## config.mk

```make
export PLATFORM = sky130hd
export DESIGN_NAME = decode_stage
export DESIGN_NICKNAME = d
export VERILOG_FILES = /design/src/rtl/decode_pkg.sv /design/src/rtl/op_decoder.sv /design/src/rtl/imm_gen.sv /design/src/rtl/int_reg_file.sv /design/src/rtl/decode_stage.sv
export VERILOG_INCLUDE_DIRS = /design/src /design/src/rtl
export SDC_FILE = /design/constraint.sdc
export NUM_CORES = 2
export LEC_CHECK = 0
export BUFFER_PORTS_ARGS = -buffer_cell sky130_fd_sc_hd__buf_2
export CORE_MARGIN = 1
export CORE_UTILIZATION = 40
export DETAILED_ROUTE_END_ITERATION = 10
export SLEW_MARGIN = 20
export SYNTH_ARGS = -nofsm -noshare
export SYNTH_HDL_FRONTEND = slang
export SYNTH_SLANG_ARGS = --single-unit
```

## constraint.sdc

```tcl
create_clock -name clk_i -period 6.9 [get_ports clk_i]
set_input_delay 0.69 -clock clk_i [delete_from_list [all_inputs] [get_ports clk_i]]
set_output_delay 0.69 -clock clk_i [all_outputs]
set_load 0.02 [all_outputs]
```

## src/rtl/decode_defs.svh

```systemverilog
// ======================================================================
// widths, register count, opcode and funct3/funct7 encodings
// ======================================================================
`ifndef DECODE_DEFS_SVH
`define DECODE_DEFS_SVH

`define XLEN        32
`define REG_ADDR_W  5
`define NUM_REGS    32
`define SHAMT_W     5

`define OPC_OP      7'b0110011
`define OPC_OP_IMM  7'b0010011
`define OPC_LOAD    7'b0000011
`define OPC_STORE   7'b0100011
`define OPC_BRANCH  7'b1100011
`define OPC_JAL     7'b1101111
`define OPC_JALR    7'b1100111
`define OPC_LUI     7'b0110111
`define OPC_AUIPC   7'b0010111

`define FUNCT7_BASE   7'b0000000
`define FUNCT7_ALT    7'b0100000     // sub, sra, srai
`define FUNCT7_MULDIV 7'b0000001

`define F3_ADD      3'd0
`define F3_SLL      3'd1
`define F3_SLT      3'd2
`define F3_SLTU     3'd3
`define F3_XOR      3'd4
`define F3_SR       3'd5             // srl or sra by funct7
`define F3_OR       3'd6
`define F3_AND      3'd7

`define F3_BEQ      3'd0
`define F3_BNE      3'd1
`define F3_BLT      3'd4
`define F3_BGE      3'd5
`define F3_BLTU     3'd6
`define F3_BGEU     3'd7

`define F3_B        3'd0
`define F3_H        3'd1
`define F3_W        3'd2
`define F3_BU       3'd4
`define F3_HU       3'd5

`define F3_JALR     3'd0

`define F3_MUL      3'd0
`define F3_MULH     3'd1
`define F3_MULHSU   3'd2
`define F3_MULHU    3'd3
`define F3_DIV      3'd4
`define F3_DIVU     3'd5
`define F3_REM      3'd6
`define F3_REMU     3'd7

`endif

```

## src/rtl/decode_pkg.sv

```systemverilog
// ======================================================================
// unit, operation and immediate format enums
// instruction word with its R, I, S, B, U and J views
// ======================================================================
`include "decode_defs.svh"

package decode_pkg;

    typedef enum logic [2:0] {
        UNIT_ALU    = 3'd0,
        UNIT_MEM    = 3'd1,
        UNIT_BRANCH = 3'd2,
        UNIT_MUL    = 3'd3,
        UNIT_DIV    = 3'd4
    } unit_e;

    // one code per kept instruction
    typedef enum logic [5:0] {
        OP_ADD = 6'd0, OP_SUB, OP_SLL, OP_SLT, OP_SLTU,
        OP_XOR, OP_SRL, OP_SRA, OP_OR, OP_AND,
        OP_ADDI, OP_SLTI, OP_SLTIU, OP_XORI, OP_ORI,
        OP_ANDI, OP_SLLI, OP_SRLI, OP_SRAI,
        OP_LUI, OP_AUIPC,
        OP_LB, OP_LH, OP_LW, OP_LBU, OP_LHU,
        OP_SB, OP_SH, OP_SW,
        OP_BEQ, OP_BNE, OP_BLT, OP_BGE, OP_BLTU, OP_BGEU,
        OP_JAL, OP_JALR,
        OP_MUL, OP_MULH, OP_MULHSU, OP_MULHU,
        OP_DIV, OP_DIVU, OP_REM, OP_REMU
    } op_e;

    typedef enum logic [2:0] {
        IMM_NONE  = 3'd0,
        IMM_I     = 3'd1,
        IMM_S     = 3'd2,
        IMM_B     = 3'd3,
        IMM_U     = 3'd4,
        IMM_J     = 3'd5,
        IMM_SHAMT = 3'd6
    } imm_fmt_e;

    typedef struct packed {
        logic [6:0]             funct7;
        logic [`REG_ADDR_W-1:0] rs2;
        logic [`REG_ADDR_W-1:0] rs1;
        logic [2:0]             funct3;
        logic [`REG_ADDR_W-1:0] rd;
        logic [6:0]             opcode;
    } r_fmt_t;

    typedef struct packed {
        logic [11:0]            imm_11_0;
        logic [`REG_ADDR_W-1:0] rs1;
        logic [2:0]             funct3;
        logic [`REG_ADDR_W-1:0] rd;
        logic [6:0]             opcode;
    } i_fmt_t;

    typedef struct packed {
        logic [6:0]             imm_11_5;
        logic [`REG_ADDR_W-1:0] rs2;
        logic [`REG_ADDR_W-1:0] rs1;
        logic [2:0]             funct3;
        logic [4:0]             imm_4_0;
        logic [6:0]             opcode;
    } s_fmt_t;

    typedef struct packed {
        logic                   imm_12;
        logic [5:0]             imm_10_5;
        logic [`REG_ADDR_W-1:0] rs2;
        logic [`REG_ADDR_W-1:0] rs1;
        logic [2:0]             funct3;
        logic [3:0]             imm_4_1;
        logic                   imm_11;
        logic [6:0]             opcode;
    } b_fmt_t;

    typedef struct packed {
        logic [19:0]            imm_31_12;
        logic [`REG_ADDR_W-1:0] rd;
        logic [6:0]             opcode;
    } u_fmt_t;

    typedef struct packed {
        logic                   imm_20;
        logic [9:0]             imm_10_1;
        logic                   imm_11;
        logic [7:0]             imm_19_12;
        logic [`REG_ADDR_W-1:0] rd;
        logic [6:0]             opcode;
    } j_fmt_t;

    typedef union packed {
        r_fmt_t r_fmt;
        i_fmt_t i_fmt;
        s_fmt_t s_fmt;
        b_fmt_t b_fmt;
        u_fmt_t u_fmt;
        j_fmt_t j_fmt;
    } instr_u;

endpackage

```

## src/rtl/op_decoder.sv

```systemverilog
// ======================================================================
// opcode, funct3 and funct7 decode into unit, operation,
// immediate format and illegal flag
// ======================================================================
`include "decode_defs.svh"

module op_decoder import decode_pkg::*; (
    input  instr_u   instr_i,
    output unit_e    unit_o,
    output op_e      op_o,
    output imm_fmt_e imm_fmt_o,
    output logic     illegal_o
);

    logic [6:0] opcode;
    logic [2:0] funct3;
    logic [6:0] funct7;
    logic       bad;

    assign opcode = instr_i.r_fmt.opcode;
    assign funct3 = instr_i.r_fmt.funct3;
    assign funct7 = instr_i.r_fmt.funct7;

    // base alu operation, register or immediate flavour
    function automatic op_e alu_op(input logic [2:0] f3, input logic use_imm);
        op_e op;
        op = OP_ADD;
        case (f3)
            `F3_ADD:  op = use_imm ? OP_ADDI  : OP_ADD;
            `F3_SLL:  op = use_imm ? OP_SLLI  : OP_SLL;
            `F3_SLT:  op = use_imm ? OP_SLTI  : OP_SLT;
            `F3_SLTU: op = use_imm ? OP_SLTIU : OP_SLTU;
            `F3_XOR:  op = use_imm ? OP_XORI  : OP_XOR;
            `F3_SR:   op = use_imm ? OP_SRLI  : OP_SRL;
            `F3_OR:   op = use_imm ? OP_ORI   : OP_OR;
            `F3_AND:  op = use_imm ? OP_ANDI  : OP_AND;
            default:  op = OP_ADD;
        endcase
        return op;
    endfunction

    always_comb begin
        unit_o    = UNIT_ALU;
        op_o      = OP_ADD;
        imm_fmt_o = IMM_NONE;
        bad       = 1'b0;
        case (opcode)
            `OPC_OP: begin
                case (funct7)
                    `FUNCT7_BASE: op_o = alu_op(funct3, 1'b0);
                    `FUNCT7_ALT: begin
                        if (funct3 == `F3_ADD) begin
                            op_o = OP_SUB;
                        end else if (funct3 == `F3_SR) begin
                            op_o = OP_SRA;
                        end else begin
                            bad = 1'b1;
                        end
                    end
                    `FUNCT7_MULDIV: begin
                        unit_o = funct3[2] ? UNIT_DIV : UNIT_MUL;  // upper half is div/rem
                        case (funct3)
                            `F3_MUL:    op_o = OP_MUL;
                            `F3_MULH:   op_o = OP_MULH;
                            `F3_MULHSU: op_o = OP_MULHSU;
                            `F3_MULHU:  op_o = OP_MULHU;
                            `F3_DIV:    op_o = OP_DIV;
                            `F3_DIVU:   op_o = OP_DIVU;
                            `F3_REM:    op_o = OP_REM;
                            `F3_REMU:   op_o = OP_REMU;
                        endcase
                    end
                    default: bad = 1'b1;
                endcase
            end
            `OPC_OP_IMM: begin
                op_o      = alu_op(funct3, 1'b1);
                imm_fmt_o = IMM_I;
                if (funct3 == `F3_SLL || funct3 == `F3_SR) begin
                    imm_fmt_o = IMM_SHAMT;
                    if (funct3 == `F3_SR && funct7 == `FUNCT7_ALT) begin
                        op_o = OP_SRAI;
                    end else if (funct7 != `FUNCT7_BASE) begin
                        bad = 1'b1;  // upper imm bits must be zero
                    end
                end
            end
            `OPC_LOAD: begin
                unit_o    = UNIT_MEM;
                imm_fmt_o = IMM_I;
                case (funct3)
                    `F3_B:   op_o = OP_LB;
                    `F3_H:   op_o = OP_LH;
                    `F3_W:   op_o = OP_LW;
                    `F3_BU:  op_o = OP_LBU;
                    `F3_HU:  op_o = OP_LHU;
                    default: bad = 1'b1;
                endcase
            end
            `OPC_STORE: begin
                unit_o    = UNIT_MEM;
                imm_fmt_o = IMM_S;
                case (funct3)
                    `F3_B:   op_o = OP_SB;
                    `F3_H:   op_o = OP_SH;
                    `F3_W:   op_o = OP_SW;
                    default: bad = 1'b1;
                endcase
            end
            `OPC_BRANCH: begin
                unit_o    = UNIT_BRANCH;
                imm_fmt_o = IMM_B;
                case (funct3)
                    `F3_BEQ:  op_o = OP_BEQ;
                    `F3_BNE:  op_o = OP_BNE;
                    `F3_BLT:  op_o = OP_BLT;
                    `F3_BGE:  op_o = OP_BGE;
                    `F3_BLTU: op_o = OP_BLTU;
                    `F3_BGEU: op_o = OP_BGEU;
                    default:  bad = 1'b1;
                endcase
            end
            `OPC_JAL: begin
                unit_o    = UNIT_BRANCH;
                op_o      = OP_JAL;
                imm_fmt_o = IMM_J;
            end
            `OPC_JALR: begin
                unit_o    = UNIT_BRANCH;
                op_o      = OP_JALR;
                imm_fmt_o = IMM_I;
                bad       = (funct3 != `F3_JALR);
            end
            `OPC_LUI: begin
                op_o      = OP_LUI;
                imm_fmt_o = IMM_U;
            end
            `OPC_AUIPC: begin
                op_o      = OP_AUIPC;
                imm_fmt_o = IMM_U;
            end
            default: bad = 1'b1;
        endcase
        if (bad) begin  // illegal words look like a harmless add
            unit_o    = UNIT_ALU;
            op_o      = OP_ADD;
            imm_fmt_o = IMM_NONE;
        end
    end

    assign illegal_o = bad;

    // mul/div units are reachable only from an OP word with the M funct7
    always_comb begin
        assert final (!(unit_o == UNIT_MUL || unit_o == UNIT_DIV) ||
                      (opcode == `OPC_OP && funct7 == `FUNCT7_MULDIV))
            else $error("mul/div unit selected without MULDIV funct7");
    end

endmodule

```

## src/rtl/imm_gen.sv

```systemverilog
// ======================================================================
// immediate and shift amount generation per decoded format
// ======================================================================
`include "decode_defs.svh"

module imm_gen import decode_pkg::*; (
    input  instr_u              instr_i,
    input  imm_fmt_e            fmt_i,
    output logic [`XLEN-1:0]    imm_o,
    output logic [`SHAMT_W-1:0] shamt_o
);

    always_comb begin
        case (fmt_i)
            IMM_I, IMM_SHAMT: begin
                imm_o = {{(`XLEN-12){instr_i.i_fmt.imm_11_0[11]}},
                         instr_i.i_fmt.imm_11_0};
            end
            IMM_S: begin
                imm_o = {{(`XLEN-12){instr_i.s_fmt.imm_11_5[6]}},
                         instr_i.s_fmt.imm_11_5,
                         instr_i.s_fmt.imm_4_0};
            end
            IMM_B: begin
                imm_o = {{(`XLEN-12){instr_i.b_fmt.imm_12}},
                         instr_i.b_fmt.imm_11,
                         instr_i.b_fmt.imm_10_5,
                         instr_i.b_fmt.imm_4_1,
                         1'b0};                      // halfword aligned
            end
            IMM_U: begin
                imm_o = {instr_i.u_fmt.imm_31_12, 12'b0};
            end
            IMM_J: begin
                imm_o = {{(`XLEN-20){instr_i.j_fmt.imm_20}},
                         instr_i.j_fmt.imm_19_12,
                         instr_i.j_fmt.imm_11,
                         instr_i.j_fmt.imm_10_1,
                         1'b0};
            end
            default: imm_o = '0;                     // register ops carry no imm
        endcase
    end

    // shift amount sits in the low bits of the i-type immediate
    assign shamt_o = (fmt_i == IMM_SHAMT) ? instr_i.i_fmt.imm_11_0[`SHAMT_W-1:0] : '0;

endmodule

```

## src/rtl/int_reg_file.sv

```systemverilog
// ======================================================================
// integer register file, two read ports and one write port
// ======================================================================
`include "decode_defs.svh"

module int_reg_file (
    input  logic                   clk_i,
    input  logic                   rst_i,
    input  logic                   we_i,
    input  logic [`REG_ADDR_W-1:0] waddr_i,
    input  logic [`XLEN-1:0]       wdata_i,
    input  logic [`REG_ADDR_W-1:0] raddr1_i,
    input  logic [`REG_ADDR_W-1:0] raddr2_i,
    output logic [`XLEN-1:0]       rdata1_o,
    output logic [`XLEN-1:0]       rdata2_o
);

    logic [`XLEN-1:0] regs [`NUM_REGS];

    always_ff @(posedge clk_i) begin
        if (rst_i) begin
            for (int i = 0; i < `NUM_REGS; i++) begin
                regs[i] <= '0;
            end
        end else if (we_i && waddr_i != '0) begin  // x0 stays zero
            regs[waddr_i] <= wdata_i;
        end
    end

    // reads see the value before a same-cycle write
    assign rdata1_o = regs[raddr1_i];
    assign rdata2_o = regs[raddr2_i];

    x0_reads_zero: assert property (
        @(posedge clk_i) disable iff (rst_i)
        (raddr1_i != '0 || rdata1_o == '0) && (raddr2_i != '0 || rdata2_o == '0)
    ) else $error("x0 read returned a nonzero value");

endmodule

```

## src/rtl/decode_stage.sv

```systemverilog
// ======================================================================
// decode stage top with decoder, immediate generator, register file
// and the output register toward execute
// ======================================================================
`include "decode_defs.svh"

module decode_stage import decode_pkg::*; (
    input  logic                   clk_i,
    input  logic                   rst_i,
    input  logic                   enable_i,
    input  logic                   stall_i,
    input  logic [`XLEN-1:0]       instr_i,
    input  logic [`XLEN-1:0]       pc_i,
    input  logic                   wb_en_i,
    input  logic [`REG_ADDR_W-1:0] wb_addr_i,
    input  logic [`XLEN-1:0]       wb_data_i,
    output logic                   valid_o,
    output logic                   illegal_o,
    output unit_e                  unit_o,
    output op_e                    op_o,
    output logic [`XLEN-1:0]       imm_o,
    output logic [`SHAMT_W-1:0]    shamt_o,
    output logic [`XLEN-1:0]       rs1_data_o,
    output logic [`XLEN-1:0]       rs2_data_o,
    output logic [`REG_ADDR_W-1:0] rd_o,
    output logic [`XLEN-1:0]       pc_o
);

    instr_u                word;
    unit_e                 unit_d;
    op_e                   op_d;
    imm_fmt_e              fmt_d;
    logic                  illegal_d;
    logic [`XLEN-1:0]      imm_d;
    logic [`SHAMT_W-1:0]   shamt_d;
    logic [`XLEN-1:0]      rs1_d;
    logic [`XLEN-1:0]      rs2_d;

    assign word = instr_i;

    op_decoder u_op_decoder (
        .instr_i   (word),
        .unit_o    (unit_d),
        .op_o      (op_d),
        .imm_fmt_o (fmt_d),
        .illegal_o (illegal_d)
    );

    imm_gen u_imm_gen (
        .instr_i (word),
        .fmt_i   (fmt_d),
        .imm_o   (imm_d),
        .shamt_o (shamt_d)
    );

    int_reg_file u_int_reg_file (
        .clk_i    (clk_i),
        .rst_i    (rst_i),
        .we_i     (wb_en_i),
        .waddr_i  (wb_addr_i),
        .wdata_i  (wb_data_i),
        .raddr1_i (word.r_fmt.rs1),
        .raddr2_i (word.r_fmt.rs2),
        .rdata1_o (rs1_d),
        .rdata2_o (rs2_d)
    );

    always_ff @(posedge clk_i) begin
        if (rst_i) begin
            valid_o    <= 1'b0;
            illegal_o  <= 1'b0;
            unit_o     <= UNIT_ALU;
            op_o       <= OP_ADD;
            imm_o      <= '0;
            shamt_o    <= '0;
            rs1_data_o <= '0;
            rs2_data_o <= '0;
            rd_o       <= '0;
            pc_o       <= '0;
        end else if (!stall_i) begin        // stall freezes everything
            valid_o <= enable_i;
            if (enable_i) begin
                illegal_o  <= illegal_d;
                unit_o     <= unit_d;
                op_o       <= op_d;
                imm_o      <= imm_d;
                shamt_o    <= shamt_d;
                rs1_data_o <= rs1_d;
                rs2_data_o <= rs2_d;
                rd_o       <= word.r_fmt.rd;
                pc_o       <= pc_i;
            end
        end
    end

    stall_holds: assert property (
        @(posedge clk_i) disable iff (rst_i)
        stall_i |=> $stable(valid_o) && $stable(illegal_o) && $stable(unit_o) &&
                    $stable(op_o) && $stable(imm_o) && $stable(shamt_o) &&
                    $stable(rs1_data_o) && $stable(rs2_data_o) && $stable(rd_o) &&
                    $stable(pc_o)
    ) else $error("decode outputs changed during a stall");

    no_valid_after_reset: assert property (
        @(posedge clk_i) rst_i |=> !valid_o
    ) else $error("valid_o set in the cycle after reset");

endmodule

```

* After elaboration in Yosys (flattened, before gate mapping)
Memory sizes are Yosys's and may differ from the RTL's. A register that Yosys moved wholly into a read port is not among the register bits. Index checks and enable logic that the tools add are counted.
Word-level totals: flip-flop bits (word level) 85, RAM bits 1024, memory bits (read-only) 104, input bits 106, output and inout port bits 149, word-level logic and storage cells 93, memories 4
Memory list:
- u_int_reg_file.regs | depth 32, bits a word 32, rd ports 2, clocked after memory_dff 2, write ports 32, line int_reg_file.sv:18 | logic [`XLEN-1:0] regs [`NUM_REGS];
- (name not given) | depth 8, bits a word 5, rd ports 1, clocked after memory_dff 0, write ports 0, line op_decoder.sv:28 | case (f3)
- (name not given) | depth 8, bits a word 4, rd ports 1, clocked after memory_dff 0, write ports 0, line op_decoder.sv:28
- (name not given) | depth 8, bits a word 4, rd ports 1, clocked after memory_dff 0, write ports 0, line op_decoder.sv:62 | case (funct3)
Operators by class: equal/unequal tests 23, mux-type cells 37, bitwise operators 1, reductions and logical operators 20
Operators with widths (count):
- $pmux 32 s5 | 1
- $pmux 6 s9 | 1
- $pmux 6 s6 | 1
- $mux 32 | 1
- $reduce_or 32->1 | 1
- $eq 7x6->1 const B | 4
- $pmux 5 s5 | 1
- $mux 6 | 4
- $eq 3x3->1 const B | 7
- $eq 7x7->1 const B | 3
- $mux 3 | 6
- $pmux 3 s6 | 1
- $pmux 6 s3 | 1
- $pmux 5 s3 | 1
- $eq 7x5->1 const B | 2
- $mux 1 | 14
- $mux 5 | 2
- $reduce_or 2->1 | 5
- $eq 3x2->1 const B | 3
- $pmux 3 s3 | 1
- $reduce_or 3->1 | 3
- $eq 7x1->1 const B | 1
- $eq 7x2->1 const B | 1
- $logic_not 7->1 | 1
- 13 further kinds | 15

* Depth between registers and ports, before layout
depth in word-level cells 9, depth in mapped cells 11, mapped depth without buffers 8

* Hierarchy
Synthesis repeated with hierarchy kept, for this count alone.
Second synthesis, totals: cell total of the unflattened synthesis 5509, area, all modules 64404.3 um2
Modules (own cells, without submodules):
- int_reg_file | instances 1, cells an instance 4605, area an instance 56138.8 um2, sequential area each 30749.5 um2
- decode_stage | instances 1, cells an instance 677, area an instance 6740.2 um2, sequential area each 2982.9 um2
- op_decoder | instances 1, cells an instance 151, area an instance 1012.2 um2, sequential area each 0.0 um2
- imm_gen | instances 1, cells an instance 76, area an instance 513.0 um2, sequential area each 0.0 um2

* Worst setup path after synthesis
No wires, ideal clock.
kind input-to-reg, start input instr_i[13], end register imm_o[20], setup time 129 ps, arrival 3002 ps, data required time 6771 ps, slack 3769 ps, cell stages on the path 11, path buffers 3, cell sequence clkbuf_1 -> inv_1 -> ha_1 -> clkbuf_1 -> or3_1 -> nor3b_1 -> a311oi_1 -> nor4_4 -> a31oi_1 -> clkbuf_1 -> nand2_1
On the way: longest elaborated chain between the ends 9, elaborated cells on any way between the ends 33, those cells by class eq/ne (12); mux (13); reduce/logical (8)
RTL lines:
- start: declaration | line decode_stage.sv:12 | input logic [`XLEN-1:0] instr_i,
- $eq 3x3->1 | line op_decoder.sv:91, op_decoder.sv:113
- $mux 1 / $logic_and 1x1->1 (equally long branches)
- $mux 1 (on tied branches) | line op_decoder.sv:52, op_decoder.sv:81
- $pmux 1 s2 / $mux 1 (equally long branches) | line op_decoder.sv:49, op_decoder.sv:79
- $pmux 1 s7 | line op_decoder.sv:47 | case (opcode)
- $mux 3 (*) | line op_decoder.sv:144 | if (bad) begin
- $eq 3x1->1 / $eq 3x3->1 (equally long branches) | line imm_gen.sv:14 | case (fmt_i)
- $reduce_or 2->1 | line imm_gen.sv:14
- $pmux 32 s5 (*) | line imm_gen.sv:14
- end signal: assignment | line decode_stage.sv:86 | imm_o <= imm_d;
- end: declaration | line decode_stage.sv:21 | output logic [`XLEN-1:0] imm_o,
Mark *: on every way between the ends. The rest lies on a longest branch, timed or not. A chain may end at the register's enable or synchronous reset.

==> impl_table.tex <==
\begin{tabular}{lr}
\hline
Metric & Value \\
\hline
\multicolumn{2}{l}{\textbf{Detailed routing}} \\
DRC Markers & 0 \\
Number of routed nets with antenna violations & 0 \\
Iteration-0 DRC count of the detailed router & 4368 \\
Detailed-route via count & 36212 \\
Number of search-and-repair iterations in the first detailed-routing pass & 7 \\
Routed Wire Length & 194000 um \\
WL/cell & 32.4 um \\
Via density per instance & 6.04 \\
\multicolumn{2}{l}{\textbf{Layout}} \\
Layout filler cell count & 12852 \\
Post-synthesis to final-layout area growth & 12.3\% \\
Post-route design area & 0.0673 mm2 \\
Share of the core filled with cells & 45.4\% \\
Fraction of final layout cells sized beyond drive strength 1 & 30.1\% \\
Nets & 4068 \\
\multicolumn{2}{l}{\textbf{Floorplan}} \\
Boundary Pins & 255 \\
Starting density of the core & 40.4\% \\
X dimension of the die & 389 um \\
Core area & 0.148 mm2 \\
Y dimension of the die & 389 um \\
Floorplan row count & 141 \\
Overall die area & 0.151 mm2 \\
\multicolumn{2}{l}{\textbf{Timing}} \\
Setup repair after global routing missed its margin & false \\
Final-report setup violation count & 0 \\
Final Hold Vio Count & 0 \\
Max Clk Rate & 291 MHz \\
Crit share post-route & 49.8\% \\
Post-route setup TNS & 0 ns \\
Post-layout minimum cycle time & 3.43 ns \\
Transition at the pin with the smallest max-transition slack & 1.13 ns \\
Final Hold Slack & 0.150 ns \\
Max transition margin & 24.7\% \\
Max-slew violation total from the final report & 0 \\
Maximum clock skew at final layout & 0.0231 ns \\
Minimum setup slack in the final design & 3.47 ns \\
\multicolumn{2}{l}{\textbf{Critical path}} \\
Kind of cell with the highest combined delay on the critical path & simple AND/OR/NAND/NOR gates \\
Critical Path Sink Type & register \\
Capturing point of the worst reg2reg path & rs1\_data\_o[24] \\
Cell with the largest stage delay on the worst path & nor2\_4 \\
Stages on worst setup path & 5 \\
Arrival time at the worst endpoint & 3.83 ns \\
Sequence of cells on the critical path & buf\_6 > nor2b\_1 > nand3b\_1 > nor2\_4 > or2\_2 \\
Nature of the critical path startpoint & input port \\
CP max FO & 33 \\
Start point of the critical path & rst\_i \\
CP Data Required Time & 7.29 ns \\
Startpoint of the worst register-to-register path & u\_int\_reg\_file.regs[23][24] \\
Delay of the slowest critical-path stage & 0.94 ns \\
Count of buffer and inverter cells on the critical path & 1 \\
Number of cells traversed by the worst register-to-register path & 4 \\
Critical path type & input port to register \\
Worst setup slack for register-to-register paths & 4.54 ns \\
\multicolumn{2}{l}{\textbf{Worst hold path}} \\
Hold path startpoint & pc\_i[26] \\
Hold Path Class & input port to register \\
Hold depth & 3 \\
Hold EP & pc\_o[26] \\
\multicolumn{2}{l}{\textbf{Synth}} \\
Cell type contributing the most total cell area after synthesis & edfxtp\_1 \\
Count of flip-flops with a built-in enable after synthesis & 1024 \\
Synth area leaders & edfxtp\_1 (51\%), mux4\_2 (24\%), and2\_1 (10\%) \\
Post-synth top area share & 51.3\% \\
Cell area after synthesis & 0.0599 mm2 \\
Instance count of the mapped netlist & 3877 \\
Proportion of synthesized chip area in sequential cells & 56.3\% \\
Synth warn & 0 \\
Fraction of registers with async set or reset after synthesis & 0\% \\
Average instance area after synthesis & 15.4 um2 \\
Primary FF master, synth & edfxtp\_1 \\
Number of distinct library cells after synthesis & 60 \\
Yosys reg bits & 1173 \\
\multicolumn{2}{l}{\textbf{Placed design}} \\
Worst Setup Slack post-DPL & 2.74 ns \\
Post-place instance area & 0.0630 mm2 \\
Gpl congestion & 0.893 \\
Total of buffers placed on input and output ports & 254 \\
Detailed placer's ending HPWL & 122000 um \\
\multicolumn{2}{l}{\textbf{Global route}} \\
Total track usage & 25.7\% \\
Initial antenna violation count & 17 \\
Total gr overflow & 0 \\
Maximum number of pins on one net before global-route repair & 92 \\
Via count of the first global-routing pass & 35561 \\
Global-route wire length before repair & 273000 um \\
\multicolumn{2}{l}{\textbf{Clock network}} \\
Clock transition at the register clock pins on the worst setup and hold paths after CTS & 0.06 ns \\
Count of instances resized after the clock tree is built & 0 \\
Latest clock arrival within the worst-skew pair & 0.78 ns \\
CTS Hold Bufs & 0 \\
Post-CTS setup buffers & 0 \\
Clock tree from TritonCTS & yes \\
Number of buffers on the longest clock path & 3 \\
Root Buffer & clkbuf\_16 \\
TritonCTS buffer count & 131 \\
CTS sink count & 1173 \\
Number of levels the H-tree was split into & 4 \\
\multicolumn{2}{l}{\textbf{Pwr}} \\
Power density over cell area & 259 mW/mm2 \\
Peak supply drop & 194 uV \\
Leak pwr & 23.2 nW \\
\multicolumn{2}{l}{\textbf{Run}} \\
Number of violations of the max-capacitance limit & 0 \\
\multicolumn{2}{l}{\textbf{Outcome}} \\
Status & finished, final reports clean \\
\hline
\end{tabular}
## routing by layer
metal	vias to the layer above	track usage (%)	wire, um
met5	-	0	69
met4	12	11.2	8710
met3	357	5.28	17000
met2	1877	40.2	90800
met1	18948	34.7	77700
li1	15018	-	-
## flip-flops by register name, indices dropped and copies added (netlist names), 3 cells and up
| register | flops |
|---|---|
| imm_o | 32 |
| u_int_reg_file.regs | 1024 |
| unit_o | 3 |
| rs2_data_o | 32 |
| rd_o | 5 |
| op_o | 6 |
| shamt_o | 5 |
| pc_o | 32 |
| rs1_data_o | 32 |
## worst min-delay path, stage by stage
cell,delay [ns]
buf_2,0.09
nand2_1,0.04
a21oi_1,0.05
## cell usage after synthesis, drive strengths merged (12+ instances only)
cell type and number:
edfxtp 1024, and2 997, mux4 641, clkbuf 332
dfxtp 149, nand2 128, nor2 125, buf 75
a211oi 70, mux2i 66, a21oi 58, or2 32
o21ai 24, nor3 17, nand3 15, a22oi 12
## stage by stage
stage	total power, mW	std cells
2_1_floorplan	9.62	3908
3_3_place_gp	10.4	5753
3_5_place_dp	10.5	5753
4_1_cts	17.5	5990
5_1_grt	17.8	5991
6_report	17.4	6000
## layout by cell type (no fill, tap or decap), types with 14 or more instances in the layout
cell type,netlist,layout
a21oi_1,57,57
nand2_1,128,128
buf_4,0,65
nand3_1,14,14
mux2i_1,66,66
dfxtp_1,149,149
clkbuf_1,332,30
o21ai_0,24,23
edfxtp_1,1024,1024
nor2_4,0,28
a211oi_1,70,70
clkinv_2,0,16
clkinv_1,1,24
buf_2,56,246
nor2_1,124,95
or2_2,32,31
and2_1,997,997
mux4_2,641,641
nor3_1,17,16
clkbuf_16,0,138
conb_1,1,32
## final cells by class
| cell class | instances | area, um2 | share of cell area, % |
|---|---|---|---|
| clock buffers | 177 | 3670 | 5.46 |
| flip-flops and latches | 1173 | 33700 | 50.2 |
| repair buffers | 322 | 1900 | 2.83 |
| inverters | 11 | 46.3 | 0.0688 |
| diodes | 10 | 25.0 | 0.0372 |
| multi-input cells | 2317 | 24900 | 37.0 |
| clock inverters | 60 | 594 | 0.884 |
| well taps | 1930 | 2410 | 3.59 |
## report_power, final
part           total, mW  leakage, nW  switching (mW)  internal [mW]
sequential          8.30         11.0           0.211           8.09
clock               7.07         2.10            2.95           4.12
combinational       2.01         10.2            1.17          0.845
## kinds of logic (layout without fill, tap and decap cells)
| logic type | Yosys count | count (layout) | share of synthesized area (%) |
|---|---|---|---|
| other | 1 | 42 | 0.00626 |
| XOR/XNOR | 1 | 1 | 0.0146 |
| AO/OA/AOI/OAI | 211 | 211 | 2.39 |
| multiplexers | 707 | 707 | 25.2 |
| adder cells (fa/ha/maj) | 6 | 6 | 0.125 |
| flip-flops | 1173 | 1173 | 56.3 |
| buffers and inverters | 418 | 570 | 2.74 |
| AND/OR/NAND/NOR | 1360 | 1360 | 13.2 |
## worst max path at each step
stage               slack (ns)                           to
finish                    3.47  u_int_reg_file.regs[21][28]
floorplan                 3.77                    imm_o[20]
CTS                       3.55   u_int_reg_file.regs[27][2]
global route              3.35  u_int_reg_file.regs[21][28]
global placement          2.71  u_int_reg_file.regs[22][18]
detailed placement        2.74  u_int_reg_file.regs[30][27]
(Power assumes the default switching activity.)
